--- config.mk ---
export PLATFORM = sky130hd
export DESIGN_NAME = sync_mem
export DESIGN_NICKNAME = d
export VERILOG_FILES = /design/src/logic/sync_mem.sv
export SDC_FILE = /design/constraint.sdc
export NUM_CORES = 1
export LEC_CHECK = 0
export ABC_AREA = 0
export BUFFER_PORTS_ARGS = -buffer_cell sky130_fd_sc_hd__buf_2
export CAP_MARGIN = 20
export CORE_MARGIN = 2
export CORE_UTILIZATION = 54
export DETAILED_ROUTE_END_ITERATION = 16
export PLACE_DENSITY = 0.74
export SLEW_MARGIN = 20
export SYNTH_ARGS = -nofsm -noshare
export SYNTH_HDL_FRONTEND = slang
export SYNTH_SLANG_ARGS = --single-unit
export TNS_END_PERCENT = 10
--- constraint.sdc ---
create_clock -name clk -period 1.6 [get_ports clk]
set_input_delay 0.08 -clock clk [delete_from_list [all_inputs] [get_ports clk]]
set_output_delay 0.08 -clock clk [all_outputs]
set_load 0.05 [all_outputs]
--- src/logic/sync_mem.sv ---
`timescale 1ns/100ps

module sync_mem #(
    parameter type data_t = logic [7:0],
    parameter int  DEPTH  = 16,
    parameter int  AW     = 4
) (
    input  logic          clk,
    input  logic          we,
    input  logic [AW-1:0] waddr,
    input  data_t         wdata,
    input  logic [AW-1:0] raddr,
    output data_t         rdata
);

    data_t mem [DEPTH];

    always_ff @(posedge clk)
    begin
        if (we)
        begin
            mem[waddr] <= wdata;
        end
    end

    // registered read
    always_ff @(posedge clk)
    begin
        rdata <= mem[raddr];
    end

endmodule

==> out/qor.csv <==
metric;value;unit
status;finished clean;
cts_buffers;17;
skew;0.006316;ns
p_per_area;1347;nW/um^2
rsz0062_at_grt;false;
antenna_found_initial;0;
critical_path.max_stage_delay;0.46;ns
cts_root_buf;clkbuf_8;
worstMarginPinSlew;0.4065;ns
grt_pass1_wl;14.96;mm
final_cell_mix;128 x edfxtp_1, 25 x buf_2, 23 x buf_4;
coreArea;9240;um^2
path_cells;mux4_2 > a22oi_1 > nand2_1;
cts_setup_buffers;0;
start_util;55.71;%
fin_util;67.87;%
globalplace.congestion;0.7978;
r2r_slack;0.20;ns
wirelength;9.964;mm
grt_pass1_vias;2474;
numPortBuffers;25;
die_area;10330;um^2
num_vias;2533;
fin_crit;1.400;ns
reg2reg_to;rdata[7]$_DFF_P_;
period_share;87.52;%
synth_cell_type_count;19;
crit-reg2reg-launch;mem[11][7]$_DFFE_PP_;
die_x;101.6;um
vdd_drop_max;0.0008286;V
grt_usage;21.55;%
clk_latency;0.52;ns
syn_area;5147;um^2
hold_violations;0;
ant_nets;0;
first_pass_iters;4;
crit_fanout;1;
postSynthCellCount;229;
maxCapViolCount;0;
worstSetupPathType;reg -> reg;
critical_path_depth;3;
relSlewSlack;72.90;%
die-height;101.6;um
layout_commonest_cell;edfxtp_1;
setup_viol;0;
dp.cells;399;
area_growth;21.83;%
critPathRequiredTime;1.99;ns
p_leak;2.179;nW
ys_ff_latch;136;
cts_tree;built;
cp_top_family;multiplexers;
clk_pin_slew;0.06;ns
rr_worst_depth;3;
slowest_stage;mux4_2;
worstPathArrival;1.79;ns
pin_count;26;
fin_nets;315;
slew_violations;0;
drt-initial-drc-count;224;
tns;0;ns
syn_area_per_cell;22.48;um^2
drive_gt1_share;32.04;%
vias_per_cell;5.783;
startpoint;mem[11][7]$_DFFE_PP_;
cts_buffer_depth;2;
critPathBufInv;0;
cp-end-kind;register;
fin_cells;438;
drcViolationCount;0;
grt_overflow;0;
syn_nets;247;
ys_seq_area_share;77.78;%
ctsResizeCount;0;
hold_class;in -> reg;
wl_per_cell;22.75;um
endpoint;rdata[7]$_DFF_P_;
start_kind;register;
h-tree-depth;4;
synth_warnings;0;
cts_num_sinks;136;
fmax;0.7141;GHz
dp_hpwl;6.389;mm
row_count;35;
grt_max_degree;22;
n_antenna_cell;0;
## state kept, by name (all words and copies together), names as in the netlist
name,count
mem,128
rdata,8
## worst reg2reg max path, stage by stage (launching register included)
cell and delay [ns]:
edfxtp_1 0.36, mux4_2 0.46, a22oi_1 0.38, nand2_1 0.08
## synth_stat cells
| cell | count | share of area [%] |
|---|---|---|
| a22oi_1 | 16 | 2.3 |
| and2_1 | 1 | 0.12 |
| and2b_1 | 1 | 0.15 |
| buf_2 | 3 | 0.29 |
| buf_4 | 1 | 0.15 |
| buf_6 | 3 | 0.66 |
| clkdlybuf4s25_2 | 3 | 0.58 |
| dfxtp_1 | 8 | 3.1 |
| edfxtp_1 | 128 | 75 |
| mux4_1 | 14 | 7.1 |
| mux4_2 | 18 | 7.9 |
| nand2_1 | 9 | 0.66 |
| nand2b_1 | 2 | 0.24 |
| nand3_1 | 1 | 0.097 |
| nand3b_1 | 2 | 0.29 |
| nor2_1 | 13 | 0.95 |
| nor2b_1 | 1 | 0.12 |
| nor3_1 | 4 | 0.39 |
| or3b_2 | 1 | 0.17 |
## how the worst min path moves through the flow
| stage | startpoint | to | slack [ns] | cells past startpoint |
|---|---|---|---|---|
| 4_1_cts | waddr[2] | mem[5][5]$_DFFE_PP_ | 0.08 | 3 |
| 2_1_floorplan | wdata[0] | mem[0][0]$_DFFE_PP_ | 0.18 | 0 |
| 5_1_grt | we | mem[7][1]$_DFFE_PP_ | 0.1 | 3 |
| 3_5_place_dp | wdata[5] | mem[5][5]$_DFFE_PP_ | 0.47 | 1 |
| 3_3_place_gp | wdata[5] | mem[5][5]$_DFFE_PP_ | 0.46 | 1 |
| 6_report | waddr[1] | mem[4][5]$_DFFE_PP_ | 0.10 | 3 |
## through the flow
| step | total power [mW] | hold slack (ns) | instance area, um^2 | worst slack, ns |
|---|---|---|---|---|
| final | 8.446 | 0.1001 | 6271 | 0.1997 |
| after global routing | 8.688 | 0.09631 | 6271 | 0.1208 |
| after CTS | 8.507 | 0.07916 | 6271 | 0.1797 |
| after detailed placement | 4.552 | 0.4675 | 5580 | 0.01790 |
| after global placement | 4.537 | 0.4582 | 5580 | 0.02353 |
| after floorplan | 4.360 | 0.1789 | 5147 | 0.02713 |
## kinds of logic (layout without fill, tap and decap cells)
logic type	count (synthesis)	after routing	synth area share (%)
DFF	136	136	77.78
muxes	32	32	15.02
and+or+nand+nor	35	35	3.184
buffers and inverters	10	90	1.677
AOI/OAI and AO/OA	16	16	2.334
## routing by layer
layer	up-vias	routed length (um)	track usage (%)
li1	1111	-	-
met1	1298	4142	30.16
met2	110	5044	32.84
met3	14	639	6.763
met4	0	138	7.173
met5	-	0	0
## final cells by class
| cell class | count | area, um^2 |
|---|---|---|
| fill | 585 | 2969 |
| timing repair buffer | 59 | 437.9 |
| sequential | 136 | 4004 |
| clock buffer | 22 | 462.9 |
| multi-input combinational | 83 | 1057 |
| tap | 129 | 161.4 |
| clock inverter | 9 | 147.6 |
## report_power, final
group	leakage [nW]	switching, mW	total [mW]	internal [mW]
clock network	0.301	1.32	3.96	2.63
registers	1.22	0.0259	4.01	3.98
logic	0.654	0.294	0.479	0.184
total	2.18	1.64	8.45	6.80
## repair_timing
| action | 4_1_cts | 5_1_grt |
|---|---|---|
| endpoints found under the hold margin | 128 | 0 |
| setup endpoints to repair | 0 | 0 |
| hold buffers | 8 | 0 |
(Power assumes the default switching activity.)
