**src/common/fc_cfg_pkg.sv**
```systemverilog
package fc_cfg_pkg;

    // word geometry
    localparam int LANES     = 8;  // bytes per word
    localparam int IN_WORDS  = 4;  // words per input vector

    // layer size
    localparam int OUT_COUNT = 16; // output neurons

    // address widths
    localparam int WT_AW     = $clog2(OUT_COUNT * IN_WORDS);
    localparam int ACT_AW    = $clog2(IN_WORDS);
    localparam int OUT_AW    = $clog2(OUT_COUNT);

endpackage

```
**src/common/q8_pkg.sv**
```systemverilog
package q8_pkg;

    localparam int FRAC_BITS = 7; // Q1.7

    typedef logic signed [7:0]  q8_t;
    typedef logic signed [15:0] prod_t;
    typedef logic signed [18:0] lane_sum_t; // LANES products, no rounding
    typedef logic signed [23:0] acc_t;      // IN_WORDS lane sums

    typedef q8_t [fc_cfg_pkg::LANES-1:0] q8_word_t;

    // floor to integer part, add bias, clamp to 0..127
    function automatic q8_t relu_sat(
        input  acc_t total,
        input  q8_t  bias,
        output logic ovf
    );
        acc_t s;
        q8_t  res;
        s   = total >>> FRAC_BITS; // arithmetic shift, takes the floor
        s   = s + acc_t'(bias);
        ovf = 1'b0;
        if (s > 127)
        begin
            res = q8_t'(127);
            ovf = 1'b1;
        end
        else if (s < 0)
        begin
            res = '0; // relu
        end
        else
        begin
            res = q8_t'(s[7:0]);
        end
        return res;
    endfunction

endpackage

```
**src/fc_engine/dot_product_unit.sv**
```systemverilog
`timescale 1ns/100ps

module dot_product_unit #(
    parameter int LANES  = fc_cfg_pkg::LANES,
    parameter int OUT_AW = fc_cfg_pkg::OUT_AW
) (
    input  logic                    clk,
    input  logic                    rst_n,
    input  q8_pkg::q8_word_t        wt_word,
    input  q8_pkg::q8_word_t        act_word,
    input  logic                    in_valid,
    input  logic                    in_last,
    input  logic [OUT_AW-1:0]       in_row,
    output q8_pkg::lane_sum_t       lane_sum,
    output logic                    lane_valid,
    output logic                    lane_last,
    output logic [OUT_AW-1:0]       lane_row
);

    q8_pkg::prod_t     prod_q [LANES];
    q8_pkg::lane_sum_t sum_c;
    logic              s1_valid;
    logic              s1_last;
    logic [OUT_AW-1:0] s1_row;

    // stage 1, one signed product per lane
    always_ff @(posedge clk)
    begin
        for (int i = 0; i < LANES; i++)
        begin
            prod_q[i] <= q8_pkg::prod_t'($signed(wt_word[i]))
                       * q8_pkg::prod_t'($signed(act_word[i]));
        end
        s1_row <= in_row;
    end

    // exact reduction, 19 bits hold eight full-scale products
    always_comb
    begin
        sum_c = '0;
        for (int i = 0; i < LANES; i++)
        begin
            sum_c = sum_c + q8_pkg::lane_sum_t'(prod_q[i]);
        end
    end

    // stage 2
    always_ff @(posedge clk)
    begin
        lane_sum <= sum_c;
        lane_row <= s1_row;
    end

    always_ff @(posedge clk)
    begin
        if (!rst_n)
        begin
            s1_valid   <= 1'b0;
            s1_last    <= 1'b0;
            lane_valid <= 1'b0;
            lane_last  <= 1'b0;
        end
        else
        begin
            s1_valid   <= in_valid;
            s1_last    <= in_valid && in_last;
            lane_valid <= s1_valid;
            lane_last  <= s1_last;
        end
    end

endmodule

```
**config.mk**
```make
export PLATFORM = sky130hd
export DESIGN_NAME = dot_product_unit
export DESIGN_NICKNAME = d
export VERILOG_FILES = /design/src/common/fc_cfg_pkg.sv /design/src/common/q8_pkg.sv /design/src/fc_engine/dot_product_unit.sv
export SDC_FILE = /design/constraint.sdc
export NUM_CORES = 2
export LEC_CHECK = 0
export ABC_AREA = 1
export BUFFER_PORTS_ARGS = -buffer_cell sky130_fd_sc_hd__buf_4
export CORE_AREA = 2 2 220 222
export DETAILED_ROUTE_END_ITERATION = 10
export DIE_AREA = 0 0 222 224
export PLACE_DENSITY_LB_ADDON = 0.08
export SKIP_LAST_GASP = 1
export SLEW_MARGIN = 20
export SYNTH_ARGS = -nofsm -noshare
export SYNTH_HDL_FRONTEND = slang
export SYNTH_SLANG_ARGS = --single-unit
```
**constraint.sdc**
```tcl
create_clock -name clk -period 10.3 [get_ports clk]
set_input_delay 0.515 -clock clk [delete_from_list [all_inputs] [get_ports clk]]
set_output_delay 0.515 -clock clk [all_outputs]
set_load 0.05 [all_outputs]
```
==> results.sh <==
export IMPL_status="finished, violations left"
export IMPL_violations="DRC"
export IMPL_drive_gt1_frac=0.0589
export IMPL_rows=80
export IMPL_tightest_slew_ns=0.373
export IMPL_worstSkewPairLatency_ns=0.45
export IMPL_remaining_drc_errors=1
export IMPL_r2r_start="prod_q[1][2]"
export IMPL_max_freq_mhz=241
export IMPL_critical_path_class="reg -> reg"
export IMPL_crit_path_end_kind="flip-flop"
export IMPL_crit_start="prod_q[1][2]"
export IMPL_ys_seq_area_frac=0.112
export IMPL_ctsResizeCount=0
export IMPL_layout_common_cells="1320 x inv_1, 817 x nand2_1, 539 x fa_1, 251 x ha_1, 160 x buf_4"
export IMPL_yosys_area_share_simple=0.152
export IMPL_hold_buffers=0
export IMPL_synth_top_family_by_area="adder cells"
export IMPL_drt_total_wl_mm=61.6
export IMPL_dieHeight_um=224
export IMPL_synth_edf_count=0
export IMPL_ant_nets=0
export IMPL_synthXorXnorAreaFrac=0.0298
export IMPL_syn_nets=4640
export IMPL_muxShareOfSynthArea=0
export IMPL_start_util=0.603
export IMPL_clockBufferDepth=2
export IMPL_ys_ff_latch=159
export IMPL_clk_pin_slew_ns=0.06
export IMPL_grt_pass1_wl_mm=107
export IMPL_period_share=0.403
export IMPL_critical_path_arrival_ns=4.47
export IMPL_drv_cap=0
export IMPL_numClockSinks=159
export IMPL_final_nets=4699
export IMPL_grt_overflow=0
export IMPL_clock_skew_final_ns=0.0153
export IMPL_synth_top_area_share=0.378
export IMPL_dp_final_hpwl_mm=55.1
export IMPL_placed_area_um2=30100
export IMPL_avgSynthCellArea_um2=7.68
export IMPL_hp_class="in -> reg"
export IMPL_postCtsSetupRepairBufs=0
export IMPL_ys_flop_type="dfxtp_1"
export IMPL_r2r_cells=18
export IMPL_cts_inserted_buffers=17
export IMPL_via_count=21300
export IMPL_routedWlPerCell_um=14.0
export IMPL_grt_max_degree=17
export IMPL_cp_required_ns=10.62
export IMPL_rrSetupSlack_ns=6.15
export IMPL_first_pass_iters=8
export IMPL_final_hold_viol_count=0
export IMPL_grtUsageTotal=0.266
export IMPL_synth_top_cells_by_area="fa_1 38%, inv_1 17%, dfxtp_1 11%, ha_1 11%, nand2_1 11%"
export IMPL_min_period_ns=4.15
export IMPL_final_common_cell="inv_1"
export IMPL_relSlewSlack=0.751
export IMPL_syn_inst=3714
export IMPL_cts_tree="done"
export IMPL_start_kind="flip-flop"
export IMPL_finalMaxSlewViolations=0
export IMPL_syn_area_um2=28500
export IMPL_antenna_found_initial=1
export IMPL_viasPerCell=4.84
export IMPL_grt_pass1_vias=22500
export IMPL_synthAdderAreaFrac=0.488
export IMPL_drtIter0Drc=1131
export IMPL_async_reset_ff_frac=0
export IMPL_rr_endpoint="lane_sum[12]"
export IMPL_finalSetupTns_ns=0
export IMPL_critPathMaxFanout=4
export IMPL_h_tree_depth=4
export IMPL_insertedDiodeCount=0
export IMPL_endpoint="lane_sum[12]"
export IMPL_synth_top_area_cell="fa_1"
export IMPL_synth_warnings=0
export IMPL_gp_congestion=0.896
export IMPL_setup_violations_final=0
export IMPL_die_w_um=222
export IMPL_core_um2=47300
export IMPL_yosysUniqueCellTypes=30
export IMPL_num_io_pins=161
export IMPL_io_buffers=160
export IMPL_die_area_um2=49700
export IMPL_cts_root_buffer="clkbuf_16"
export IMPL_synth_compound_area_share=0.0286
export IMPL_design_area_um2=30600
export IMPL_rsz0062_at_grt="no"
export IMPL_syn2layout_area_growth_pct=7.34
## how the worst min path moves through the flow
stage	startpoint	slack, ns	depth (start not counted)	to
after floorplan	s1_row[0]	0.31	0	lane_row[0]
after global placement	s1_row[1]	0.31	0	lane_row[1]
after detailed placement	s1_row[1]	0.31	0	lane_row[1]
after CTS	in_row[2]	0.16	1	s1_row[2]
after global routing	in_row[2]	0.15	1	s1_row[2]
final	in_row[2]	0.17	1	s1_row[2]
## flip-flops by register name, summed over array words and instances (netlist names)
register    cells
lane_sum       19
s1_valid        1
s1_row          4
prod_q        128
lane_last       1
s1_last         1
lane_valid      1
lane_row        4
## critical path, stage by stage (launching register included)
cell and delay [ns]:
dfxtp_1 0.39, inv_1 0.08, fa_1 0.54, inv_1 0.07, fa_1 0.49, fa_1 0.50
inv_1 0.05, fa_1 0.47, inv_1 0.04, ha_1 0.24, fa_1 0.48, nand3_1 0.12
nand2_1 0.09, nand2_1 0.10, nand2_2 0.10, nand2_1 0.09, nand2_1 0.05, nand2_1 0.05
nand2_1 0.08
## synthesized netlist by cell type, types with 3 or more instances
library cell and count:
nand2_2 6, nor2_1 129, a21o_1 13, dfxtp_1 159
nand2_1 817, o21ai_1 9, fa_1 539, o21ai_2 7
ha_1 251, xor2_1 59, o21bai_1 15, or2_2 12
nand3_1 91, and2_1 3, o21a_1 4, o21ai_0 20
inv_1 1320, a21oi_1 64, nor2_2 3, nand3b_1 7
a31oi_1 4, nand4_1 15, xnor2_1 38, clkbuf_1 120
## through the flow
step                      utilization  instances  hold slack (ns)  setup WS [ns]
after global routing            0.647       4401            0.155           5.97
final                           0.647       4401            0.174           6.15
after floorplan                     -       3714            0.310           6.21
after global placement          0.635       4369            0.310           5.99
after detailed placement        0.635       4369            0.312           5.90
after CTS                       0.647       4401            0.157           6.15
## cells by family (layout without fill, tap and decap cells)
| family | count (synthesis) | after routing |
|---|---|---|
| adder cells (fa/ha/maj) | 790 | 790 |
| AND/OR/NAND/NOR | 1088 | 1088 |
| flip-flops | 159 | 159 |
| buffers and inverters | 1441 | 1513 |
| AO/OA/AOI/OAI | 139 | 139 |
| XOR/XNOR | 97 | 97 |
## cell type report
class	count	area [um2]
multi-input combinational	2114	19900
fill	4231	16700
inverter	1321	4960
sequential	159	3180
timing repair buffer	160	1200
tap	615	769
clock buffer	18	429
clock inverter	14	144
## routing by layer
| layer | wire length [um] | GRT usage | vias to the layer above |
|---|---|---|---|
| li1 | - | - | 10400 |
| met1 | 26600 | 0.344 | 10400 |
| met2 | 32100 | 0.493 | 399 |
| met3 | 2090 | 0.0244 | 56 |
| met4 | 778 | 0.0464 | 2 |
| met5 | 13 | 0 | - |
Power is left out: the tool's default activity adds up to more than one toggle a clock period on the data nets, which glitch-free logic cannot reach.
