$ cat config.mk
export PLATFORM = sky130hd
export DESIGN_NAME = fc_output_stage
export DESIGN_NICKNAME = d
export VERILOG_FILES = /design/src/common/fc_cfg_pkg.sv /design/src/common/q8_pkg.sv /design/src/fc_engine/fc_output_stage.sv
export SDC_FILE = /design/constraint.sdc
export NUM_CORES = 1
export LEC_CHECK = 0
export BUFFER_PORTS_ARGS = -buffer_cell sky130_fd_sc_hd__buf_2
export CELL_PAD_IN_SITES_DETAIL_PLACEMENT = 1
export CELL_PAD_IN_SITES_GLOBAL_PLACEMENT = 1
export CORE_UTILIZATION = 49
export DETAILED_ROUTE_END_ITERATION = 16
export PLACE_DENSITY = 0.82
export SLEW_MARGIN = 20
export SYNTH_ARGS = -nofsm -noshare
export SYNTH_HDL_FRONTEND = slang
export SYNTH_SLANG_ARGS = --single-unit
export TNS_END_PERCENT = 50
$ cat constraint.sdc
create_clock -name clk -period 13.2 [get_ports clk]
set_input_delay 1.32 -clock clk [delete_from_list [all_inputs] [get_ports clk]]
set_output_delay 1.32 -clock clk [all_outputs]
set_load 0.005 [all_outputs]
$ cat src/common/fc_cfg_pkg.sv
package fc_cfg_pkg;

    // word geometry
    localparam int LANES     = 8;  // bytes per word
    localparam int IN_WORDS  = 4;  // words per input vector

    // layer size
    localparam int OUT_COUNT = 16; // output neurons

    // address widths
    localparam int WT_AW     = $clog2(OUT_COUNT * IN_WORDS);
    localparam int ACT_AW    = $clog2(IN_WORDS);
    localparam int OUT_AW    = $clog2(OUT_COUNT);

endpackage

$ cat src/common/q8_pkg.sv
package q8_pkg;

    localparam int FRAC_BITS = 7; // Q1.7

    typedef logic signed [7:0]  q8_t;
    typedef logic signed [15:0] prod_t;
    typedef logic signed [18:0] lane_sum_t; // LANES products, no rounding
    typedef logic signed [23:0] acc_t;      // IN_WORDS lane sums

    typedef q8_t [fc_cfg_pkg::LANES-1:0] q8_word_t;

    // floor to integer part, add bias, clamp to 0..127
    function automatic q8_t relu_sat(
        input  acc_t total,
        input  q8_t  bias,
        output logic ovf
    );
        acc_t s;
        q8_t  res;
        s   = total >>> FRAC_BITS; // arithmetic shift, takes the floor
        s   = s + acc_t'(bias);
        ovf = 1'b0;
        if (s > 127)
        begin
            res = q8_t'(127);
            ovf = 1'b1;
        end
        else if (s < 0)
        begin
            res = '0; // relu
        end
        else
        begin
            res = q8_t'(s[7:0]);
        end
        return res;
    endfunction

endpackage

$ cat src/fc_engine/fc_output_stage.sv
`timescale 1ns/100ps

module fc_output_stage #(
    parameter int OUT_AW = fc_cfg_pkg::OUT_AW
) (
    input  logic              clk,
    input  logic              rst_n,
    input  q8_pkg::lane_sum_t lane_sum,
    input  logic              lane_valid,
    input  logic              lane_last,
    input  logic [OUT_AW-1:0] lane_row,
    input  q8_pkg::q8_t       bias,
    input  logic              run_start,
    output logic              res_we,
    output logic [OUT_AW-1:0] res_waddr,
    output q8_pkg::q8_t       res_wdata,
    output logic              row_done,
    output logic              overflow
);

    q8_pkg::q8_t  bias_d1;
    q8_pkg::q8_t  bias_d2;    // matches dot product latency
    q8_pkg::q8_t  bias_hold;
    q8_pkg::q8_t  eff_bias;
    q8_pkg::q8_t  sat_val;
    q8_pkg::acc_t acc_q;
    q8_pkg::acc_t total;
    logic         first_q;    // next valid word opens a row
    logic         sat_ovf;
    logic         row_end;

    assign row_end  = lane_valid && lane_last;
    assign row_done = res_we;

    always_comb
    begin
        total    = first_q ? q8_pkg::acc_t'(lane_sum)
                           : acc_q + q8_pkg::acc_t'(lane_sum);
        eff_bias = first_q ? bias_d2 : bias_hold;
        sat_val  = q8_pkg::relu_sat(total, eff_bias, sat_ovf);
    end

    always_ff @(posedge clk)
    begin
        bias_d1 <= bias;
        bias_d2 <= bias_d1;
        if (lane_valid)
        begin
            acc_q <= total;
            if (first_q)
            begin
                bias_hold <= bias_d2; // held for the rest of the row
            end
        end
        res_waddr <= lane_row;
        res_wdata <= sat_val;
    end

    always_ff @(posedge clk)
    begin
        if (!rst_n)
        begin
            res_we   <= 1'b0;
            first_q  <= 1'b1;
            overflow <= 1'b0;
        end
        else
        begin
            res_we <= row_end;
            if (run_start)
            begin
                first_q <= 1'b1;
            end
            else if (lane_valid)
            begin
                first_q <= lane_last;
            end
            if (run_start)
            begin
                overflow <= 1'b0;
            end
            else if (row_end && sat_ovf)
            begin
                overflow <= 1'b1; // sticky until next run
            end
        end
    end

endmodule

==> results.toml, run 1 <==
[run_status]
outcome = "completed"

[hold_path]
hold_path_class = "reg2reg"

[logic_synthesis]
synthTopCellsByArea = "edfxtp_1, dfxtp_1, ha_1, o21ai_0, nand2_1"
synth_most_common_cell = "nand2_1"
synth_ff_type = "edfxtp_1"
syn_nets = 479
ys_warn_count = 0
synth_common_cells = "nand2_1, ha_1, o21ai_0, edfxtp_1, dfxtp_1"
async_flop_share_pct = 0
netlist_instances = 401
synth_seq_cells = 63
netlist_area_sq_mm = 0.00398
synth-edff-count = 32
yosysSeqAreaShare_pct = 39.7
synth_top_cell_by_area = "edfxtp_1"
synthDistinctLibCells = 65
syn_avg_cell_area_sq_um = 9.93
yosysTopAreaCellShare_pct = 24.1

[clocking]
clockBufferDepth = 2
ctsHoldBuffers = 0
h-tree-depth = 3
cts_setup_buffers = 0
cts_num_sinks = 63
cts_tree = "done"
cts.clk_slew.worst_paths_ps = 80
cts_resized = 0
cts_buffers = 9
root_buffer = "clkbuf_8"
clkLatencyLatePin_ps = 360

[final_layout]
multi_input_area_sq_mm = 0.00231
nNetsFinal = 531
diodes = 0
fin_area_sq_mm = 0.00457
fill_cells = 890
final_core_util_pct = 58.5
area_growth_pct = 14.8
seqCellArea_sq_mm = 0.00158
drive_gt1_share_pct = 19.7

[die]
die_area_sq_mm = 0.00849
fp.dieW_um = 92.1
initial_core_util_pct = 51.0
core_sq_mm = 0.00781
ios = 51
die_h_um = 92.1
num_rows = 32

[detailed_routing]
ant_nets = 0
vias_per_cell = 5.81
dr.first_iter.drc_count = 90
drt_pre_antenna_iters = 6
drc = 0
routed_wl_um = 9830
wl_per_cell_um = 17.6
vias = 3254

[grt]
grt_pass1_vias = 3493
gr-total-overflow = 0
antenna_found_initial = 0
grt_pass1_wl_um = 16900
grt_max_degree = 48
grt_usage_pct = 25.5

[setup_path]
end_kind = "flip-flop"
crit_fanout = 8
critPathKind = "in2reg"
cp_cell_sequence = "buf_2 -> ha_1 -> fa_1 -> a21oi_1 -> o211ai_1 -> a21oi_1 -> nor2_1 -> o21ai_0 -> nand2b_1 -> a21oi_1 -> xor2_1 -> o21ai_0 -> ha_1 -> nand2_1 -> o21ai_2 -> a211oi_2 -> or2_1 -> a21oi_1 -> o21a_1 -> or4_1 -> a2111o_1 -> a32o_1"
crit_slowest_cell = "a2111o_1"
crit_top_cell = "a21oi_1"
slowest_delay_ps = 500
cp-start-kind = "input pin"
critPathRequiredTime_ps = 13450
arrival_ps = 6360

[timing]
min_period_ps = 6110
drv_slew = 0
clock-skew-final_ps = 14.5
slew_headroom_pct = 42.1
setup_violations = 0
final.setup.tns_ps = 0
tightestPinTransition_ps = 868
fmax_ghz = 0.164
timing.hold.ws_ps = 331
period_share_pct = 46.3
rsz0062_at_grt = "false"
final_hold_viol_count = 0

[place]
post-dp-hpwl_um = 7210
io_buffer_count = 50
place.gp.congestion = 0.867
placed_area_sq_mm = 0.00432

[flow_run]
timing.max_cap.violations = 0

[power]
p_leak_uw = 0.00197
power_density_mw_per_mm2 = 136
vdd_drop_max_v = 0.000112
[power breakdown]
| part | internal, uW | switching, uW | total [uW] |
|---|---|---|---|
| clock network | 121 | 88.3 | 209 |
| logic | 77.3 | 102 | 180 |
| registers | 227 | 6.39 | 233 |
[sequential cells by signal, indices dropped and copies added, names as in the netlist]
register   count
res_we         1
acc_q         24
res_wdata      8
bias_d2        8
res_waddr      4
first_q        1
bias_d1        8
overflow       1
bias_hold      8
[routing by layer]
layer | share of wire (%) | track usage [%] | up-vias | routed length [um]
met5 | 0 | 0 | - | 0
met4 | 1.3 | 7.81 | 0 | 123
met3 | 2.8 | 4.06 | 14 | 280
met2 | 48 | 44.0 | 61 | 4740
met1 | 48 | 32.5 | 1584 | 4680
li1 | - | - | 1595 | -
[cell type report]
class	count	share of cell area, %
clock buffers	10	3.26
multi-input cells	316	50.6
well taps	102	2.79
clock inverters	6	2.14
flip-flops and latches	63	34.6
inverters	12	0.985
repair buffers	51	5.64
[critical path: cells and delay by family]
kind,cells,cell delay (ps)
XOR/XNOR,1,100
AO/OA/AOI/OAI,12,2860
AND/OR/NAND/NOR,5,1000
buffers and inverters,1,100
adder cells (fa/ha/maj),3,990
[layout by cell type, fill, tap and decap left out, drive strengths merged, types with 4 or more instances in the layout]
cell type,n
o21a,15
a21oi,30
nand2,41
inv,15
edfxtp,32
xor2,12
dfxtp,31
a21o,11
ha,40
nor3,4
buf,51
nand3,6
mux2,11
o21ai,43
o21bai,5
nand2b,7
nor2b,7
and3,4
clkbuf,10
nor2,18
xnor2,12
[stage by stage]
stage / worst slack [ps] / std cells / power, uW
2_1_floorplan: 7560 / 401 / 361
3_3_place_gp: 7060 / 544 / 405
3_5_place_dp: 6850 / 544 / 414
4_1_cts: 7120 / 560 / 626
5_1_grt: 6780 / 560 / 658
6_report: 7090 / 560 / 622
[kinds of logic after synthesis]
family / share of synthesized area (%)
compound gates: 22.5
xor+xnor: 5.28
fa+ha+maj: 13.6
buf+inv: 2.17
flops: 39.7
mux: 3.36
other cells: 0.0942
simple gates: 13.2
[worst paths after layout]
kind	startpoint	endpoint	slack [ps]	cells after the start
worst max-delay path	lane_sum[0]	overflow$_SDFFE_PP0P_	7090	22
worst min-delay path	bias_d1[1]$_DFF_P_	bias_d2[1]$_DFF_P_	330	0
worst max register to register	acc_q[0]$_DFFE_PP_	overflow$_SDFFE_PP0P_	7780	21
worst min register to register	bias_d1[1]$_DFF_P_	bias_d2[1]$_DFF_P_	330	0
Note: power is estimated with default switching activity, not from simulation.
==> run 2: changes to the inputs <==
CORE_UTILIZATION = 41   (was 49)
PLACE_DENSITY = 0.73   (was 0.82)
clock period = 5.5 ns   (was 13.2 ns; I/O delays follow)
==> run 2 against run 1 <==
Compared with the run above:
- sequential share of layout area decreased by 0.23 points
- sequential cell count unchanged
- count of clock-buffer cells in the layout unchanged
- register-to-register slack got worse by 7400 ps
- non-clock buffer count increased by 4
- clock skew decreased by 5.2 ps
- worst setup slack got worse by 6700 ps
- design area increased by 0.66%
- die area increased by 19%
- critical path depth decreased by 3
- largest cell class unchanged
==> results.toml, run 2 (synthesized netlist as in run 1, its figures left out) <==
[place]
preCtsSetupSlack_ps = 6.06
post-dp-hpwl_um = 7230
place.gp.congestion = 0.854
io_buffer_count = 50
placed_area_sq_mm = 0.00439

[grt]
grt_max_degree = 36
grt_pass1_vias = 3374
grt_pass1_wl_um = 16100
gr-total-overflow = 0
antenna_found_initial = 0
grt_usage_pct = 20.5

[timing]
rsz0062_at_grt = "false"
setup_slack_ps = 375
slew_headroom_pct = 41.9
fmax_ghz = 0.195
drv_slew = 0
clock-skew-final_ps = 9.30
min_period_ps = 5130
final.setup.tns_ps = 0
setup_violations = 0
period_share_pct = 93.2
tightestPinTransition_ps = 872
final_hold_viol_count = 0

[power]
vdd_drop_max_v = 0.000197
power_uw = 1390
power_density_mw_per_mm2 = 303
p_leak_uw = 0.00196

[die]
num_rows = 35
die_area_sq_mm = 0.0101
ios = 51
initial_core_util_pct = 42.7
core_sq_mm = 0.00933
fp.dieW_um = 101
die_h_um = 101

[detailed_routing]
routed_wl_um = 9510
wl_per_cell_um = 16.1
ant_nets = 0
vias = 3193
dr.first_iter.drc_count = 89
vias_per_cell = 5.40
drc = 0
drt_pre_antenna_iters = 4

[setup_path]
critPathKind = "reg2reg"
crit_buf_inv = 0
arrival_ps = 5360
crit_slowest_cell = "a2111o_1"
cp-start-kind = "flip-flop"
cpLargestDelayFamily = "compound AO/OA/AOI/OAI gates"
end_kind = "flip-flop"
cp-startpoint = "acc_q[9]$_DFFE_PP_"
timing.rr.start = "acc_q[9]$_DFFE_PP_"
cp_cell_sequence = "ha_1 -> a2111oi_1 -> o21ai_0 -> o21ai_0 -> o21ai_0 -> a21o_1 -> a21o_1 -> xnor2_1 -> o21ai_1 -> ha_1 -> a21oi_2 -> nand2b_4 -> a211oi_2 -> or2_1 -> a21oi_1 -> o21a_1 -> or4_1 -> a2111o_1 -> a32o_1"
crit_top_cell = "o21ai_0"
slowest_delay_ps = 550
crit_fanout = 8
critPathRequiredTime_ps = 5740

[final_layout]
area_growth_pct = 15.6
final_cell_mix = "buf_2, nand2_1, ha_1, o21ai_0, edfxtp_1"
layout_commonest_cell = "buf_2"
diodes = 0
top_register = "acc_q"
fin_area_sq_mm = 0.00460
largest_reg_flops = 24
nNetsFinal = 535
drive_gt1_share_pct = 21.4

[hold_path]
hold_path_class = "in2reg"
min-delay-start = "lane_row[0]"

[clocking]
cts.clk_slew.worst_paths_ps = 80
h-tree-depth = 3
cts_setup_buffers = 0
ctsHoldBuffers = 0
cts_buffers = 9
cts_num_sinks = 63
clockBufferDepth = 2
root_buffer = "clkbuf_8"
clkLatencyLatePin_ps = 340
cts_tree = "done"

[flow_run]
timing.max_cap.violations = 0

[run_status]
outcome = "completed"
==> run 2: changes by cell type in the layout (fill, tap and decap cells not counted), sizes merged <==
cell	before	now
buf	51	55
bufinv	2	0
clkinv	1	0
inv	15	17
clkinvlp	0	1
==> run 2: worst paths after layout <==
check                          end  slack, ps  depth (start not counted)
max          overflow$_SDFFE_PP0P_        370                         19
min           res_waddr[0]$_DFF_P_        300                          1
max reg2reg  overflow$_SDFFE_PP0P_        370                         19
min reg2reg     bias_d2[7]$_DFF_P_        330                          0
==> run 2: stage by stage <==
| stage | hold WS (ps) | utilization (%) | std cells |
|---|---|---|---|
| floorplan | 310 | - | 401 |
| finish | 302 | 49.3 | 591 |
| detailed placement | 313 | 47.0 | 575 |
| global placement | 310 | 47.0 | 575 |
| CTS | 284 | 49.1 | 591 |
| global route | 279 | 49.3 | 591 |
==> run 2: what timing repair did <==
item                                   4_1_cts  5_1_grt
setup endpoints to repair                    0        8
resized for setup                            0        8
endpoints found under the hold margin        0        0
==> run 2: worst reg2reg max path: stages, from the launching register on <==
cell	delay [ps]
edfxtp_1	390
ha_1	370
a2111oi_1	440
o21ai_0	160
o21ai_0	140
o21ai_0	200
a21o_1	210
a21o_1	180
xnor2_1	110
o21ai_1	180
ha_1	340
a21oi_2	270
nand2b_4	80
a211oi_2	230
or2_1	160
a21oi_1	70
o21a_1	200
or4_1	470
a2111o_1	550
a32o_1	290
==> run 2: power breakdown <==
part           switching, uW  internal (uW)
Clock                    207            196
Combinational            240            191
Sequential              15.6            545
Total                    462            932
==> run 2: cell type report <==
type                    instances  area (sq um)
repair buffers                 55           288
flip-flops and latches         63          1580
clock inverters                 6          46.3
well taps                     129           161
fillers                      1085          4730
multi-input cells             316          2330
inverters                      12          45.0
clock buffers                  10           149
==> run 2: metal layers <==
| layer | wire [um] | up-vias | share of wire [%] | track usage [%] |
|---|---|---|---|---|
| li1 | - | 1605 | - | - |
| met1 | 4630 | 1534 | 49 | 26.0 |
| met2 | 4550 | 46 | 48 | 35.6 |
| met3 | 229 | 8 | 2.4 | 3.19 |
| met4 | 100 | 0 | 1.1 | 7.13 |
| met5 | 0 | - | 0 | 0 |
