[src/common/fc_cfg_pkg.sv]
package fc_cfg_pkg;

    // word geometry
    localparam int LANES     = 8;  // bytes per word
    localparam int IN_WORDS  = 4;  // words per input vector

    // layer size
    localparam int OUT_COUNT = 16; // output neurons

    // address widths
    localparam int WT_AW     = $clog2(OUT_COUNT * IN_WORDS);
    localparam int ACT_AW    = $clog2(IN_WORDS);
    localparam int OUT_AW    = $clog2(OUT_COUNT);

endpackage

[src/fc_engine/fc_sequencer.sv]
`timescale 1ns/100ps

module fc_sequencer #(
    parameter int IN_WORDS  = fc_cfg_pkg::IN_WORDS,
    parameter int OUT_COUNT = fc_cfg_pkg::OUT_COUNT,
    parameter int WT_AW     = fc_cfg_pkg::WT_AW,
    parameter int ACT_AW    = fc_cfg_pkg::ACT_AW,
    parameter int OUT_AW    = fc_cfg_pkg::OUT_AW
) (
    input  logic              clk,
    input  logic              rst_n,
    input  logic              start,
    output logic [WT_AW-1:0]  wt_raddr,
    output logic [ACT_AW-1:0] act_raddr,
    output logic [OUT_AW-1:0] bias_raddr,
    output logic              rd_valid,
    output logic              rd_last,
    output logic [OUT_AW-1:0] rd_row,
    input  logic              row_done,
    output logic              busy,
    output logic              done,
    output logic              run_start
);

    typedef enum logic [1:0] {
        st_idle,
        st_issue,
        st_drain
    } state_t;

    state_t            state;
    logic [OUT_AW-1:0] row_cnt;
    logic [ACT_AW-1:0] word_cnt;
    logic [OUT_AW-1:0] done_cnt;  // rows retired by the output stage
    logic              last_word;
    logic              last_row;

    assign last_word = (word_cnt == ACT_AW'(IN_WORDS - 1));
    assign last_row  = (row_cnt == OUT_AW'(OUT_COUNT - 1));
    assign run_start = start && (state == st_idle); // start ignored while busy
    assign busy      = (state != st_idle);

    // read addresses follow the counters directly
    assign wt_raddr   = WT_AW'(row_cnt) * WT_AW'(IN_WORDS) + WT_AW'(word_cnt);
    assign act_raddr  = word_cnt;
    assign bias_raddr = row_cnt;

    always_ff @(posedge clk)
    begin
        if (!rst_n)
        begin
            state    <= st_idle;
            row_cnt  <= '0;
            word_cnt <= '0;
            done_cnt <= '0;
            done     <= 1'b0;
            rd_valid <= 1'b0;
            rd_last  <= 1'b0;
        end
        else
        begin
            done     <= 1'b0;
            rd_valid <= (state == st_issue); // lines up with memory read data
            rd_last  <= (state == st_issue) && last_word;
            case (state)
                st_idle:
                begin
                    if (start)
                    begin
                        state    <= st_issue;
                        row_cnt  <= '0;
                        word_cnt <= '0;
                        done_cnt <= '0;
                    end
                end
                st_issue:
                begin
                    word_cnt <= last_word ? '0 : word_cnt + 1'b1;
                    if (last_word)
                    begin
                        row_cnt <= row_cnt + 1'b1;
                        if (last_row)
                        begin
                            state <= st_drain;
                        end
                    end
                end
                default: ; // drain, rows retire below
            endcase
            if (busy && row_done)
            begin
                done_cnt <= done_cnt + 1'b1;
                if (done_cnt == OUT_AW'(OUT_COUNT - 1))
                begin
                    state <= st_idle;
                    done  <= 1'b1;
                end
            end
        end
    end

    always_ff @(posedge clk)
    begin
        rd_row <= row_cnt;
    end

endmodule

[config.mk]
export PLATFORM = sky130hd
export DESIGN_NAME = fc_sequencer
export DESIGN_NICKNAME = d
export VERILOG_FILES = /design/src/common/fc_cfg_pkg.sv /design/src/fc_engine/fc_sequencer.sv
export SDC_FILE = /design/constraint.sdc
export NUM_CORES = 1
export LEC_CHECK = 0
export BUFFER_PORTS_ARGS = -buffer_cell sky130_fd_sc_hd__buf_2
export CAP_MARGIN = 25
export CORE_MARGIN = 4
export CORE_UTILIZATION = 30
export CTS_CLUSTER_SIZE = 28
export DETAILED_ROUTE_END_ITERATION = 8
export PLACE_DENSITY = 0.57
export SLEW_MARGIN = 15
export SYNTH_ARGS = -nofsm -noshare
export SYNTH_HDL_FRONTEND = slang
export SYNTH_SLANG_ARGS = --single-unit
[constraint.sdc]
create_clock -name clk -period 1.4 [get_ports clk]
set_input_delay 0.21 -clock clk [delete_from_list [all_inputs] [get_ports clk]]
set_output_delay 0.21 -clock clk [all_outputs]
set_load 0.01 [all_outputs]
==> flow_metrics.tcl, run 1 <==
set metrics [dict create \
    ys_ff_latch 19 \
    vdd_drop_max_mv 0.515 \
    syn_to_final_growth_pct 25.2 \
    start_util 0.324 \
    worstSkewPairLatency_ns 0.30 \
    wl_mm 1.73 \
    firstDrtPassIters 4 \
    holdCritPathClass "in2reg" \
    start_kind "flip-flop" \
    arrival_ns 1.59 \
    grt_max_degree 12 \
    drive_above_1_share 0.398 \
    synth_cell_type_count 35 \
    antenna_left 0 \
    cts_tree "built" \
    timing.fmax_mhz 742 \
    holdBufCountCts 0 \
    cap_violations 0 \
    post-route-period-util 0.962 \
    period_minus_slack_ns 1.35 \
    grt_pass1_wl_mm 3.04 \
    cts_buffers 3 \
    drc 0 \
    rsz0062_at_grt "false" \
    initialDrtViolationCount 24 \
    finalSetupViolations 0 \
    maxSlewViolCount 0 \
    cp.required_ns 1.64 \
    dieHeight_um 60.4 \
    fin_setup_tns_ns 0 \
    cts.sinks 19 \
    synth_top_area_frac 0.461 \
    slowest_delay_ns 0.49 \
    fin_skew_ns 0.000636 \
    synth_edf_count 0 \
    drt-vias-per-instance 4.97 \
    cts_root_buffer "clkbuf_4" \
    synthArstFlopShare 0 \
    gp_congestion 0.776 \
    cp_slowest_cell "or4_4" \
    final_common_cell "buf_2" \
    wl_per_cell_um 12.1 \
    htree_levels 1 \
    netlist_area_um2 825 \
    crit_chain "ha_4 -> mux2i_1 -> or4_4 -> a21oi_2" \
    path_class "reg2reg" \
    relSlewSlack 0.790 \
    cts_buffer_depth 2 \
    dieArea_mm2 0.00365 \
    mostFrequentLayoutCells "buf_2 (24), dfxtp_1 (17), buf_4 (8)" \
    ys.flop_type "dfxtp_1" \
    port_buffers 24 \
    post_dp_cell_area_um2 967 \
    synthTopCellsByArea "dfxtp_1 (46%), buf_4 (5.5%), ha_1 (4.6%), nand3b_1 (3.6%), nor2_1 (3.2%)" \
    hold_viol_final 0 \
    n_antenna_cell 0 \
    clk_pin_slew_ns 0.11 \
    cp-end-kind "flip-flop" \
    post-dp-hpwl_mm 1.29 \
    die_w_um 60.4 \
    status "finished clean" \
    grt_pass1_vias 707 \
    synth_area_per_cell_um2 9.59 \
    overflow 0 \
    tightest_slew_ns 0.313 \
    io_pins 25 \
    p_leak_nw 0.479 \
    row_count 18 \
    syn_inst 86 \
    synth_top_cell_by_area "dfxtp_1" \
    fin_area_mm2 0.00103 \
    antenna_found_initial 0 \
    powerDensity_mw_per_mm2 904 \
    cp_max_fo 4 \
    nFillCells 279 \
    vias 710 \
    synthesis.nets 93 \
    power.total_mw 0.933 \
    finalNetCount 121 \
    coreArea_mm2 0.00254 \
    track_usage 0.108 \
    synth_seq_area_share 0.461 \
    ys_warn_count 0 \
]
[stage by stage]
stage	std cells	setup slack, ns	utilization	hold WS, ns
after floorplan	86	0.00221	-	0.332
after global placement	136	0.0949	0.380	0.404
after detailed placement	136	0.0683	0.380	0.407
after CTS	143	0.0147	0.403	0.156
after global routing	143	0.0153	0.406	0.160
final	143	0.0526	0.406	0.160
[registers in the layout (all words and copies together) (netlist names)]
name / count
bias_raddr: 4
done_cnt: 4
rd_row: 4
act_raddr: 2
state: 2
done: 1
rd_last: 1
rd_valid: 1
[Yosys cell counts (2+ instances only)]
| master | n |
|---|---|
| nand3_1 | 5 |
| nand3b_1 | 4 |
| a31oi_1 | 3 |
| xor2_1 | 2 |
| a21oi_1 | 5 |
| buf_4 | 6 |
| nand4_1 | 2 |
| o21ai_0 | 2 |
| nor2_1 | 7 |
| ha_1 | 3 |
| a22oi_1 | 2 |
| nand2_1 | 4 |
| dfxtp_1 | 19 |
[cells by family after synthesis]
kind of cell | Yosys count | share of synthesized area
mux | 1 | 0.0121
fa+ha+maj | 3 | 0.0455
flops | 19 | 0.461
buf+inv | 11 | 0.0880
simple gates | 32 | 0.226
compound gates | 18 | 0.146
xor+xnor | 2 | 0.0212
[routing by layer]
metal,GRT usage,vias to the layer above,share of wire
met4,0.0186,0,0
met2,0.187,20,0.49
met3,0.0447,0,0.068
li1,-,358,-
met1,0.129,332,0.44
met5,0,-,0
[worst paths after layout]
check                                  start                          to  slack [ns]  depth (start not counted)
hold / removal                         rst_n         rd_valid$_SDFF_PN0_        0.16                          2
setup / recovery   act_raddr[1]$_SDFFE_PN0P_  bias_raddr[3]$_SDFFE_PN0P_        0.05                          4
hold reg to reg   bias_raddr[3]$_SDFFE_PN0P_           rd_row[3]$_DFF_P_        0.41                          0
setup reg to reg   act_raddr[1]$_SDFFE_PN0P_  bias_raddr[3]$_SDFFE_PN0P_        0.05                          4
[layout make-up]
type                    count  area (um2)  area share
clock inverters             1        5.00     0.00485
well taps                  30        37.5      0.0364
inverters                   2        7.51     0.00727
flip-flops and latches     19         388       0.376
clock buffers               3        22.5      0.0218
multi-input cells          56         392       0.379
repair buffers             32         180       0.175
[worst max-delay path: cells and delay by family, from the launching register on]
kind | cells | cell delay [ns]
AOI/OAI and AO/OA | 1 | 0.13
adders and majority gates | 1 | 0.16
DFF | 1 | 0.42
and+or+nand+nor | 1 | 0.49
muxes | 1 | 0.09
[what timing repair did]
action	4_1_cts	5_1_grt
setup endpoints to repair	1	2
setup buffers	4	0
gates resized for setup	4	2
[report_power, final]
group	internal [mW]	switching, mW
combinational	0.0440	0.0506
sequential	0.547	0.00863
clock	0.106	0.176
Power figures use the tool's default switching activity.
==> run 2, diff against run 1 <==
--- a/config.mk
+++ b/config.mk
@@ -8,10 +8,10 @@
 export BUFFER_PORTS_ARGS = -buffer_cell sky130_fd_sc_hd__buf_2
 export CAP_MARGIN = 25
 export CORE_MARGIN = 4
-export CORE_UTILIZATION = 30
+export CORE_UTILIZATION = 35
 export CTS_CLUSTER_SIZE = 28
 export DETAILED_ROUTE_END_ITERATION = 8
-export PLACE_DENSITY = 0.57
+export PLACE_DENSITY = 0.62
 export SLEW_MARGIN = 15
 export SYNTH_ARGS = -nofsm -noshare
 export SYNTH_HDL_FRONTEND = slang
==> constraint.sdc (replaced) <==
create_clock -name clk -period 1.5 [get_ports clk]
set_input_delay 0.225 -clock clk [delete_from_list [all_inputs] [get_ports clk]]
set_output_delay 0.225 -clock clk [all_outputs]
set_load 0.01 [all_outputs]
==> run 2 against run 1 <==
Die area decreased by 12%. Register-to-register slack improved by 0.07 ns. Clock skew increased by 0.0042 ns. Clock power decreased by 9.2%. Non-clock buffer count decreased by 5. Critical endpoint is now busy. Largest power group unchanged.
==> flow_metrics.tcl, run 2 (same netlist as run 1, synthesis figures left out) <==
set metrics [dict create \
    status "finished clean" \
    io_pins 25 \
    nFillCells 237 \
    cts_tree "built" \
    cts_buffers 3 \
    slowest_delay_ns 0.38 \
    drt-vias-per-instance 4.95 \
    holdWs_ns 0.184 \
    cts.sinks 19 \
    powerDensity_mw_per_mm2 880 \
    fin_skew_ns 0.00484 \
    syn_to_final_growth_pct 17.6 \
    arrival_ns 1.17 \
    critical-path-top-delay-family "flip-flops" \
    cp_slowest_cell "dfxtp_2" \
    finalNetCount 116 \
    grt_max_degree 11 \
    crit_chain "or2_1 -> buf_2" \
    tightest_slew_ns 0.292 \
    cap_violations 0 \
    cts_setup_buffers 0 \
    htree_levels 1 \
    relSlewSlack 0.804 \
    power.total_mw 0.853 \
    worst_slack_ns 0.101 \
    rsz0062_at_grt "false" \
    track_usage 0.108 \
    hold_viol_final 0 \
    path_class "reg2out" \
    dpl_worst_slack_ns 0.140 \
    cp_max_fo 8 \
    cts_root_buffer "clkbuf_4" \
    finalSetupViolations 0 \
    initialDrtViolationCount 3 \
    wl_mm 1.59 \
    wl_per_cell_um 11.7 \
    cts_buffer_depth 2 \
    grt_pass1_vias 604 \
    worstSkewPairLatency_ns 0.29 \
    gp_congestion 0.747 \
    antenna_found_initial 0 \
    holdBufCountCts 0 \
    coreArea_mm2 0.00223 \
    mostFrequentLayoutCells "buf_2 (24), dfxtp_1 (18), nor2_1 (7)" \
    n_antenna_cell 0 \
    cp.required_ns 1.27 \
    row_count 17 \
    drc 0 \
    post-route-period-util 0.933 \
    p_leak_nw 0.451 \
    cp-end-kind "primary output" \
    ff_latch_area_um2 382 \
    port_buffers 24 \
    dieHeight_um 56.5 \
    start_util 0.369 \
    holdCritPathClass "in2reg" \
    final_common_cell "buf_2" \
    overflow 0 \
    firstDrtPassIters 3 \
    fin_setup_tns_ns 0 \
    clk_pin_slew_ns 0.10 \
    period_minus_slack_ns 1.40 \
    maxSlewViolCount 0 \
    vdd_drop_max_mv 0.411 \
    drive_above_1_share 0.333 \
    timing.fmax_mhz 715 \
    vias 673 \
    cp_num_buf_inv 1 \
    dieArea_mm2 0.00320 \
    multi_input_area_um2 377 \
    grt_pass1_wl_mm 2.70 \
    antenna_left 0 \
    post-dp-hpwl_mm 1.21 \
    die_w_um 56.5 \
    start_kind "flip-flop" \
]
-- run 2: layer usage --
metal / global-route usage / wire (um) / vias up
met5: 0 / 0 / -
met2: 0.152 / 638 / 21
met3: 0.0276 / 111 / 4
met1: 0.140 / 791 / 302
li1: - / - / 346
met4: 0.0814 / 48 / 0
-- run 2: path summary, 6_finish.rpt --
kind | from | to | slack [ns] | cells after the start
worst min-delay path | rst_n | rd_valid$_SDFF_PN0_ | 0.18 | 2
worst max register to register | act_raddr[0]$_SDFFE_PN0P_ | bias_raddr[3]$_SDFFE_PN0P_ | 0.12 | 4
worst max-delay path | state[0]$_SDFF_PN0_ | busy | 0.10 | 2
worst min register to register | bias_raddr[3]$_SDFFE_PN0P_ | rd_row[3]$_DFF_P_ | 0.42 | 0
-- run 2: repair_timing --
item	4_1_cts	5_1_grt
setup endpoints to repair	1	1
resized for setup	1	1
gates cloned	0	0
-- run 2: layout make-up --
| type | instances | share of cell area |
|---|---|---|
| clock buffer | 4 | 0.0271 |
| inverter | 2 | 0.00774 |
| multi-input combinational | 56 | 0.388 |
| sequential | 19 | 0.394 |
| tap | 28 | 0.0361 |
| timing repair buffer | 27 | 0.147 |
-- run 2: per-stage QoR --
stage / instance area (um2) / std cells / util
floorplan: 825 / 86 / -
global placement: 937 / 132 / 0.420
detailed placement: 937 / 132 / 0.420
CTS: 965 / 136 / 0.432
global route: 970 / 136 / 0.434
finish: 970 / 136 / 0.434
-- run 2: power by group --
part | total [mW] | switching (mW) | leakage, nW | internal (mW)
Combinational | 0.0729 | 0.0414 | 0.282 | 0.0315
Sequential | 0.523 | 0.0101 | 0.154 | 0.513
Clock | 0.257 | 0.154 | 0.0150 | 0.103
-- run 2: worst reg2reg max path, cell delays in order (launching register included) --
cell and delay [ns]:
dfxtp_1 0.40, ha_1 0.19, mux2i_1 0.11, or4_4 0.49, a21oi_2 0.13
==> run 3, diff against run 2 <==
==> constraint.sdc (replaced) <==
create_clock -name clk -period 1.6 [get_ports clk]
set_input_delay 0.24 -clock clk [delete_from_list [all_inputs] [get_ports clk]]
set_output_delay 0.24 -clock clk [all_outputs]
set_load 0.01 [all_outputs]
==> run 3 against run 2 <==
Sequential share of layout area is 0.51 points higher. Count of clock-buffer cells in the layout stayed put. Combinational power shrank 13%. Core utilization down 0.56 points. Critical path type unchanged. Flip-flop and latch count did not move. Routed wire length rose by 4.8%.
==> flow_metrics.tcl, run 3 (same netlist as run 1, synthesis figures left out) <==
set metrics [dict create \
    cts_buffers 3 \
    clk_pin_slew_ns 0.10 \
    syn_to_final_growth_pct 16.1 \
    port_buffers 24 \
    wl_mm 1.67 \
    timing.fmax_mhz 676 \
    n_antenna_cell 0 \
    vdd_drop_max_mv 0.329 \
    cp-end-kind "primary output" \
    power.total_mw 0.801 \
    final_common_cell "buf_2" \
    overflow 0 \
    dp.cells 131 \
    cts.sinks 19 \
    p_leak_nw 0.443 \
    io_pins 25 \
    grt_pass1_vias 607 \
    maxSlewViolCount 0 \
    start_util 0.369 \
    finalNonFillerCells 135 \
    start_kind "flip-flop" \
    period_minus_slack_ns 1.48 \
    dieArea_mm2 0.00320 \
    rsz0062_at_grt "false" \
    nFillCells 236 \
    htree_levels 1 \
    gp_congestion 0.757 \
    path_class "reg2out" \
    drive_above_1_share 0.318 \
    track_usage 0.112 \
    hold_end "rd_valid$_SDFF_PN0_" \
    rr_endpoint "bias_raddr[3]$_SDFFE_PN0P_" \
    vias 690 \
    row_count 17 \
    grt_pass1_wl_mm 2.73 \
    timing.rr.start "act_raddr[0]$_SDFFE_PN0P_" \
    coreArea_mm2 0.00223 \
    post-dp-hpwl_mm 1.20 \
    rrSetupSlack_ns 0.20 \
    relSlewSlack 0.809 \
    drc 0 \
    cp_max_fo 8 \
    min_from "rst_n" \
    hold_depth 2 \
    initialDrtViolationCount 5 \
    antenna_found_initial 0 \
    holdCritPathClass "in2reg" \
    antenna_left 0 \
    tightest_slew_ns 0.285 \
    cap_violations 0 \
    fin_skew_ns 0.00134 \
    worstSkewPairLatency_ns 0.30 \
    status "finished clean" \
    firstDrtPassIters 4 \
    post-route-period-util 0.925 \
    finalNetCount 115 \
    finalSetupViolations 0 \
    hold_viol_final 0 \
    fin_setup_tns_ns 0 \
    arrival_ns 1.24 \
    die_w_um 56.5 \
    drt-vias-per-instance 5.11 \
    mostFrequentLayoutCells "buf_2 (24), dfxtp_1 (18), nor2_1 (7)" \
    dieHeight_um 56.5 \
    r2r_cells 4 \
    grt_max_degree 13 \
    cts_root_buffer "clkbuf_4" \
    cts_buffer_depth 2 \
    cp.required_ns 1.36 \
    powerDensity_mw_per_mm2 837 \
    wl_per_cell_um 12.3 \
    cts_tree "built" \
]
## run 3: final cells by class
cell class	instances	area, um2	area share
Tap cell	28	35.0	0.0366
Inverter	2	7.51	0.00784
Timing Repair Buffer	26	135	0.141
Multi-Input combinational cell	56	372	0.388
Sequential cell	19	382	0.399
Clock buffer	4	26.3	0.0275
## run 3: how the worst max path moves through the flow
| stage | cells past startpoint | slack (ns) | endpoint | from |
|---|---|---|---|---|
| after floorplan | 4 | 0.12 | bias_raddr[3]$_SDFFE_PN0P_ | act_raddr[0]$_SDFFE_PN0P_ |
| after global placement | 3 | 0.23 | bias_raddr[3]$_SDFFE_PN0P_ | state[0]$_SDFF_PN0_ |
| after detailed placement | 3 | 0.19 | bias_raddr[3]$_SDFFE_PN0P_ | state[0]$_SDFF_PN0_ |
| after CTS | 2 | 0.009 | busy | state[0]$_SDFF_PN0_ |
| after global routing | 2 | 0.07 | busy | state[0]$_SDFF_PN0_ |
| final | 2 | 0.12 | busy | state[1]$_SDFF_PN0_ |
## run 3: layer usage
layer | up-vias | global-route usage | wire (um)
met2 | 22 | 0.165 | 683
li1 | 350 | - | -
met4 | 0 | 0.0915 | 61
met3 | 5 | 0.0345 | 135
met5 | - | 0 | 0
met1 | 313 | 0.132 | 786
## run 3: where the power goes
part           switching [mW]  internal (mW)  total (mW)
Combinational          0.0368         0.0267      0.0635
Clock                   0.148         0.0972       0.246
Sequential             0.0113          0.481       0.492
Total                   0.197          0.605       0.801
## run 3: through the flow
step                 util  cell area (um2)  hold WS [ns]  setup WS, ns
CTS                 0.428              956         0.183       0.00948
global placement    0.416              930         0.407         0.230
finish              0.429              957         0.197         0.120
detailed placement  0.416              930         0.406         0.194
global route        0.429              957         0.198        0.0690
floorplan               -              825         0.362         0.118
## run 3: critical path, cell delays in order, from the launching register on
cell,delay (ns)
dfxtp_1,0.48
or2_1,0.28
buf_2,0.18
## run 3: what timing repair did
action / CTS / global route
hold buffers: 0 / 0
setup endpoints to repair: 0 / 1
buffers inserted: 0 / 0
resized for setup: 0 / 1
